## config.mk

```make
export PLATFORM = sky130hd
export DESIGN_NAME = conv_top
export DESIGN_NICKNAME = d
export VERILOG_FILES = /design/src/rtl/fixed_pkg.sv /design/src/rtl/conv_pkg.sv /design/src/rtl/mul_if.sv /design/src/rtl/fixed_mul_iter.sv /design/src/rtl/conv_block.sv /design/src/rtl/conv_top.sv
export VERILOG_INCLUDE_DIRS = /design/src /design/src/rtl
export SDC_FILE = /design/constraint.sdc
export NUM_CORES = 1
export LEC_CHECK = 0
export ABC_CLOCK_PERIOD_IN_PS = 4300
export BUFFER_PORTS_ARGS = -buffer_cell sky130_fd_sc_hd__buf_2
export CAP_MARGIN = 20
export CORE_MARGIN = 2
export CORE_UTILIZATION = 50
export DETAILED_ROUTE_END_ITERATION = 16
export PLACE_DENSITY = 0.7
export SYNTH_ARGS = -nofsm -noshare
export SYNTH_HDL_FRONTEND = slang
export SYNTH_SLANG_ARGS = --single-unit
```

## constraint.sdc

```tcl
create_clock -name clk -period 4.3 [get_ports clk]
set_input_delay 0.86 -clock clk [delete_from_list [all_inputs] [get_ports clk]]
set_output_delay 0.86 -clock clk [all_outputs]
set_load 0.01 [all_outputs]
```

## src/rtl/conv_defs.svh

```systemverilog
/*
  convolution engine parameters
  word format, vector length and operand signedness
*/
`ifndef CONV_DEFS_SVH
`define CONV_DEFS_SVH

// ====================
// word format
// ====================

// bits per fixed-point word
`define CONV_WIDTH 16

// fraction bits within a word
`define CONV_FRAC 8

// 1 for two's complement, 0 for unsigned
`define CONV_SIGNED 1

// elements per vector, one multiplier lane each
`define CONV_LENGTH 4

`endif

```

## src/rtl/fixed_pkg.sv

```systemverilog
/*
  fixed-point types
  operand word and full-width product
*/
`include "conv_defs.svh"

package fixed_pkg;

  // ====================
  // word types
  // ====================

  // one operand or truncated result
  typedef logic [`CONV_WIDTH-1:0] word_t;

  // product before the fraction shift
  typedef logic [2*`CONV_WIDTH-1:0] prod_t;

endpackage

```

## src/rtl/conv_pkg.sv

```systemverilog
/*
  convolution controller types
  FSM state encoding and the vector array
*/
`include "conv_defs.svh"

package conv_pkg;

  // ====================
  // controller
  // ====================

  typedef enum logic [1:0] {
    IDLE = 2'd0,
    CALC = 2'd1,
    DONE = 2'd2
  } conv_state_t;

  // one vector, element i per lane i
  typedef fixed_pkg::word_t vec_t [`CONV_LENGTH];

endpackage

```

## src/rtl/mul_if.sv

```systemverilog
/*
  multiplier lane channel
  operands with start strobe, result with valid/ready
*/
interface mul_if;

  // controller to multiplier
  logic             start;
  fixed_pkg::word_t a;
  fixed_pkg::word_t b;
  logic             res_rdy;

  // multiplier to controller
  logic             res_val;
  fixed_pkg::word_t c;

  modport ctrl (
    output start,
    output a,
    output b,
    output res_rdy,
    input  res_val,
    input  c
  );

  modport unit (
    input  start,
    input  a,
    input  b,
    input  res_rdy,
    output res_val,
    output c
  );

endinterface

```

## src/rtl/fixed_mul_iter.sv

```systemverilog
/*
  iterative fixed-point multiplier
  one multiplier bit per cycle, sign restored and fraction shifted at the end
*/
`include "conv_defs.svh"

module fixed_mul_iter (
  input logic clk,
  input logic reset,
  mul_if.unit port
);

  localparam int CNT_W = $clog2(`CONV_WIDTH);

  // control
  logic [CNT_W-1:0] count;
  logic             busy;
  logic             res_val;

  // operand magnitudes and result sign at start
  fixed_pkg::word_t a_mag;
  fixed_pkg::word_t b_mag;
  logic             neg_in;

  // datapath registers
  fixed_pkg::word_t mplier;
  fixed_pkg::prod_t mcand;
  fixed_pkg::prod_t acc;
  logic             neg;
  fixed_pkg::prod_t prod;

  // ====================
  // operand conditioning
  // ====================

  always_comb begin
    if (`CONV_SIGNED != 0) begin
      a_mag  = port.a[`CONV_WIDTH-1] ? fixed_pkg::word_t'(-port.a) : port.a;
      b_mag  = port.b[`CONV_WIDTH-1] ? fixed_pkg::word_t'(-port.b) : port.b;
      neg_in = port.a[`CONV_WIDTH-1] ^ port.b[`CONV_WIDTH-1];
    end else begin
      a_mag  = port.a;
      b_mag  = port.b;
      neg_in = 1'b0;
    end
  end

  // ====================
  // control
  // ====================

  always_ff @(posedge clk) begin
    if (reset) begin
      busy    <= 1'b0;
      res_val <= 1'b0;
      count   <= '0;
    end else if (port.start) begin
      busy    <= 1'b1;
      res_val <= 1'b0;
      count   <= '0;
    end else if (busy) begin
      count <= count + 1'b1;
      // last multiplier bit
      if (count == CNT_W'(`CONV_WIDTH - 1)) begin
        busy    <= 1'b0;
        res_val <= 1'b1;
      end
    end else if (res_val && port.res_rdy) begin
      res_val <= 1'b0;
    end
  end

  // ====================
  // shift and add
  // ====================

  always_ff @(posedge clk) begin
    if (port.start) begin
      mcand  <= fixed_pkg::prod_t'(a_mag);
      mplier <= b_mag;
      acc    <= '0;
      neg    <= neg_in;
    end else if (busy) begin
      if (mplier[0]) begin
        acc <= acc + mcand;
      end
      mcand  <= mcand << 1;
      mplier <= mplier >> 1;
    end
  end

  // sign back on, then drop the fraction bits and the upper half
  always_comb begin
    prod   = neg ? fixed_pkg::prod_t'(-acc) : acc;
    port.c = prod[`CONV_FRAC +: `CONV_WIDTH];
  end

  assign port.res_val = res_val;

endmodule

```

## src/rtl/conv_block.sv

```systemverilog
/*
  convolution block
  accepts an input/filter pair and multiplies input[i] by filter[n-1-i] per lane
*/
`include "conv_defs.svh"

module conv_block (
  input  logic           clk,
  input  logic           reset,

  input  logic           input_val,
  output logic           input_rdy,
  input  conv_pkg::vec_t input_msg,

  input  logic           filter_val,
  output logic           filter_rdy,
  input  conv_pkg::vec_t filter_msg,

  input  logic           output_rdy,
  output logic           output_val,
  output conv_pkg::vec_t output_msg
);

  conv_pkg::conv_state_t   state;
  conv_pkg::conv_state_t   next_state;
  logic                    accept;
  logic [`CONV_LENGTH-1:0] lane_done;

  // both vectors present while idle
  assign accept = (state == conv_pkg::IDLE) && input_val && filter_val;

  // ====================
  // controller
  // ====================

  always_comb begin
    case (state)
      conv_pkg::IDLE: next_state = accept ? conv_pkg::CALC : conv_pkg::IDLE;
      conv_pkg::CALC: next_state = (&lane_done) ? conv_pkg::DONE : conv_pkg::CALC;
      conv_pkg::DONE: next_state = output_rdy ? conv_pkg::IDLE : conv_pkg::DONE;
      default:        next_state = conv_pkg::IDLE;
    endcase
  end

  always_ff @(posedge clk) begin
    if (reset) begin
      state <= conv_pkg::IDLE;
    end else begin
      state <= next_state;
    end
  end

  // handshakes straight from the state
  always_comb begin
    input_rdy  = (state == conv_pkg::IDLE);
    filter_rdy = (state == conv_pkg::IDLE);
    output_val = (state == conv_pkg::DONE);
  end

  // ====================
  // multiplier lanes
  // ====================

  for (genvar i = 0; i < `CONV_LENGTH; i++) begin : g_lane
    mul_if lane_if ();

    // filter taken in reverse order
    assign lane_if.start   = accept;
    assign lane_if.a       = input_msg[i];
    assign lane_if.b       = filter_msg[`CONV_LENGTH-1-i];
    assign lane_if.res_rdy = output_val & output_rdy;

    assign lane_done[i]  = lane_if.res_val;
    assign output_msg[i] = lane_if.c;

    fixed_mul_iter mul_inst (
      .clk   (clk),
      .reset (reset),
      .port  (lane_if.unit)
    );
  end

endmodule

```

## src/rtl/conv_top.sv

```systemverilog
/*
  convolution engine top level
  flat vector ports around the convolution block
*/
`include "conv_defs.svh"

module conv_top (
  input  logic                              clk,
  input  logic                              reset,

  input  logic                              input_val,
  output logic                              input_rdy,
  input  logic [`CONV_LENGTH*`CONV_WIDTH-1:0] input_msg,

  input  logic                              filter_val,
  output logic                              filter_rdy,
  input  logic [`CONV_LENGTH*`CONV_WIDTH-1:0] filter_msg,

  input  logic                              output_rdy,
  output logic                              output_val,
  output logic [`CONV_LENGTH*`CONV_WIDTH-1:0] output_msg
);

  conv_pkg::vec_t input_vec;
  conv_pkg::vec_t filter_vec;
  conv_pkg::vec_t output_vec;

  // element i at bits [i*W +: W]
  for (genvar i = 0; i < `CONV_LENGTH; i++) begin : g_slice
    assign input_vec[i]  = input_msg[i*`CONV_WIDTH +: `CONV_WIDTH];
    assign filter_vec[i] = filter_msg[i*`CONV_WIDTH +: `CONV_WIDTH];
    assign output_msg[i*`CONV_WIDTH +: `CONV_WIDTH] = output_vec[i];
  end

  conv_block conv_block_inst (
    .clk        (clk),
    .reset      (reset),
    .input_val  (input_val),
    .input_rdy  (input_rdy),
    .input_msg  (input_vec),
    .filter_val (filter_val),
    .filter_rdy (filter_rdy),
    .filter_msg (filter_vec),
    .output_rdy (output_rdy),
    .output_val (output_val),
    .output_msg (output_vec)
  );

endmodule

```

==> reports/results.tsv <==
stage	metric	value	unit
yosys	Synthesized Nets	2403	
flow_run	maxcap violations	0	
worst_hold_path	hold depth	2	
power	Worst IR Drop VDD	217.6	uV
global_routing	largest net degree at the start of global routing	104	
global_routing	initial antenna violation count	3	
worst_setup_path	Worst EP required	3.44	ns
placement	GPL Wtd Cong	0.9069	
floorplanning	die height	197.8	um
clock_network	CTS Hold Bufs	0	
sta	Final Hold Vio Count	0	
yosys	Synth Warn #	0	
power	PwrDens	446.3	nW/um2
placement	detailed placement HPWL	32230	um
yosys	count leader, synth	nand2_1	
clock_network	CTS tree	yes	
floorplanning	initial core utilization	0.5104	
placement	# port buffers	199	
sta	clock skew	0.02020	ns
yosys	flops & latches, synth	286	
yosys	Distinct cells, synth	65	
worst_setup_path	R2R cell count	10	
global_routing	first-pass GRT wire length	73280	um
global_routing	vias in the first global route	15400	
detailed_routing	# DRC	0	
detailed_routing	ANT nets after route	0	
worst_setup_path	Worst EP arrival	3.16	ns
worst_setup_path	r2r endpoint	conv_block_inst.g_lane[2].mul_inst.acc[16]$_SDFFE_PP0P_	
detailed_routing	via density per instance	5.672	
global_routing	Total GRT Usage	0.2241	
sta	fin crit share	0.9347	
detailed_routing	DRT Wirelength	44070	um
detailed_routing	Wirelength per Cell	15.68	um
yosys	number of enable flip-flop cells after synthesis	132	
clock_network	number of H-tree levels	2	
worst_setup_path	crit-path max FO	4	
detailed_routing	drt first-iter violations	873	
floorplanning	Die Footprint	39120	um2
detailed_routing	vias	15940	
clock_network	Post-CTS Repair Setup Buffers	0	
yosys	post-synth top area cell	edfxtp_1	
yosys	sequential area share after synthesis	0.3753	
clock_network	clk sinks	286	
worst_setup_path	worst r2r src	conv_block_inst.g_lane[2].mul_inst.mcand[0]$_SDFFCE_PN0P_	
detailed_routing	Initial DRT Pass Iterations	5	
layout	Finished Core Util	0.5801	
worst_setup_path	CP startpoint kind	register	
sta	fmax	0.2488	GHz
clock_network	maximum root-to-sink buffer count	3	
floorplanning	core area	36790	um2
floorplanning	placement row count	70	
yosys	ranking of synthesized cells by area	edfxtp_1 (21%), dfxtp_1 (16%), ha_1 (6.9%)	
yosys	ys flop type	dfxtp_1	
yosys	area share of the largest cell type after synthesis	0.2111	
clock_network	Root Driver	clkbuf_16	
power	Final Total Pwr	9.525	mW
yosys	Syn Area/Cell	8.685	um2
power	LEAKAGE	8.959	nW
yosys	Post-synth ARST share	0	
worst_setup_path	Worst Setup SP	conv_block_inst.g_lane[2].mul_inst.acc[1]$_SDFFE_PP0P_	
layout	P&R area growth vs syn	13.65	%
sta	Fin Setup TNS	0	ns
global_routing	grt total ovfl	0	
worst_hold_path	beginning of the worst hold path	conv_block_inst.g_lane[2].mul_inst.acc[5]$_SDFFE_PP0P_	
worst_setup_path	WS Path Type	register to output pin	
layout	layout cells sized above 1	0.1294	
worst_setup_path	CP Capture Type	output pin	
sta	RSZ-0062 raised after global routing	no	
clock_network	clock slew at reported path FFs	0.06	ns
status	status	completed	
sta	fin. max-slew vios	0	
yosys	post-synthesis cell count	2162	
sta	Hold WS	0.4729	ns
sta	# setup viols final	0	
clock_network	total CTS buffers	35	
worst_hold_path	Worst Hold Path EP	conv_block_inst.g_lane[2].mul_inst.acc[5]$_SDFFE_PP0P_	
yosys	commonest cells in the netlist	nand2_1 (341), o21ai_0 (236), dfxtp_1 (154), a21oi_1 (137), xor2_1 (136)	
clock_network	Worst-Skew Late Latency	0.53	ns
layout	nets	2556	
worst_setup_path	R2R Setup Slk	1.13	ns
floorplanning	Boundary Pins	200	
worst_hold_path	min-delay worst type	register to register	
sta	fin crit period	4.019	ns
sta	Worst Tran Pin Value	0.9999	ns
layout	fill cell count	3256	
yosys	Cell Area, Synth	18780	um2
floorplanning	Die Width	197.8	um
sta	slew margin rel.	0.3334	
registers in the layout, indices dropped and copies added, names as in the netlist:
signal / cells
conv_block_inst.g_lane.mul_inst.neg: 4
conv_block_inst.g_lane.mul_inst.acc: 96
conv_block_inst.state: 2
conv_block_inst.g_lane.mul_inst.busy: 4
conv_block_inst.g_lane.mul_inst.mcand: 96
conv_block_inst.g_lane.mul_inst.port.res_val: 4
conv_block_inst.g_lane.mul_inst.mplier: 64
conv_block_inst.g_lane.mul_inst.count: 16
power by group:
group / total (mW) / internal (mW) / leakage (nW) / switching [mW]
clock: 3.06 / 1.89 / 0.591 / 1.17
combinational: 2.94 / 1.27 / 5.84 / 1.67
sequential: 3.53 / 3.20 / 2.53 / 0.325
total: 9.52 / 6.36 / 8.96 / 3.17
routing by layer:
layer,up-vias,GRT usage,routed length [um]
met5,-,0,18
met2,344,0.3766,20490
met4,4,0.06488,1020
li1,8093,-,-
met1,7428,0.2981,20460
met3,75,0.03526,2081
critical path: stages (launching register included):
cell      delay (ns)
dfxtp_1         0.36
nor4_2          0.32
nand2_1         0.17
or4_4           0.47
nor3_4          0.22
nand3b_2        0.14
or4_4           0.47
o31ai_4         0.19
xnor2_1         0.13
buf_2           0.15
cells by family after synthesis:
family | synth area share
AO/OA/AOI/OAI | 0.1907
buffers and inverters | 0.02719
AND/OR/NAND/NOR | 0.1877
multiplexers | 0.02985
flip-flops | 0.3753
adder cells (fa/ha/maj) | 0.07357
XOR/XNOR | 0.1157
placed cells by master, fill, tap and decap left out, types with 42 or more instances in the layout:
cell type,n
ha_1,104
nor2_1,126
a21o_1,46
xnor2_1,112
buf_2,199
o31ai_1,42
xor2_1,136
a21oi_1,137
mux2i_1,56
nand2_1,341
o21ai_0,236
edfxtp_1,132
dfxtp_1,154
nand3_1,53
per-stage QoR:
stage	cells	setup WS (ns)	instance area (um2)
2_1_floorplan	2162	1.225	18780
3_3_place_gp	2746	0.8306	20130
3_5_place_dp	2746	0.7763	20130
4_1_cts	2810	0.1457	21330
5_1_grt	2810	0.1136	21340
6_report	2811	0.2807	21340
layout make-up:
cell class / count / area [um2] / share of cell area
Timing Repair Buffer: 212 / 1119 / 0.05242
Clock buffer: 46 / 999.7 / 0.04685
Antenna cell: 1 / 2.502 / 0.0001173
Tap cell: 468 / 585.6 / 0.02744
Sequential cell: 286 / 7047 / 0.3302
Multi-Input combinational cell: 1741 / 11240 / 0.5266
Clock inverter: 18 / 200.2 / 0.009381
Inverter: 39 / 148.9 / 0.006977
worst max path at each step:
| stage | end | slack (ns) | cells after the start |
|---|---|---|---|
| 5_1_grt | output_msg[46] | 0.11 | 9 |
| 2_1_floorplan | output_msg[47] | 1.23 | 8 |
| 3_3_place_gp | output_msg[47] | 0.83 | 9 |
| 4_1_cts | output_msg[47] | 0.15 | 9 |
| 3_5_place_dp | output_msg[47] | 0.78 | 9 |
| 6_report | output_msg[47] | 0.28 | 9 |
repair_timing:
| item | in CTS | in global routing |
|---|---|---|
| resized for setup | 0 | 1 |
| hold endpoints to repair | 0 | 0 |
| setup endpoints to repair | 0 | 1 |
No activity file was read; power rests on OpenSTA's default activity.
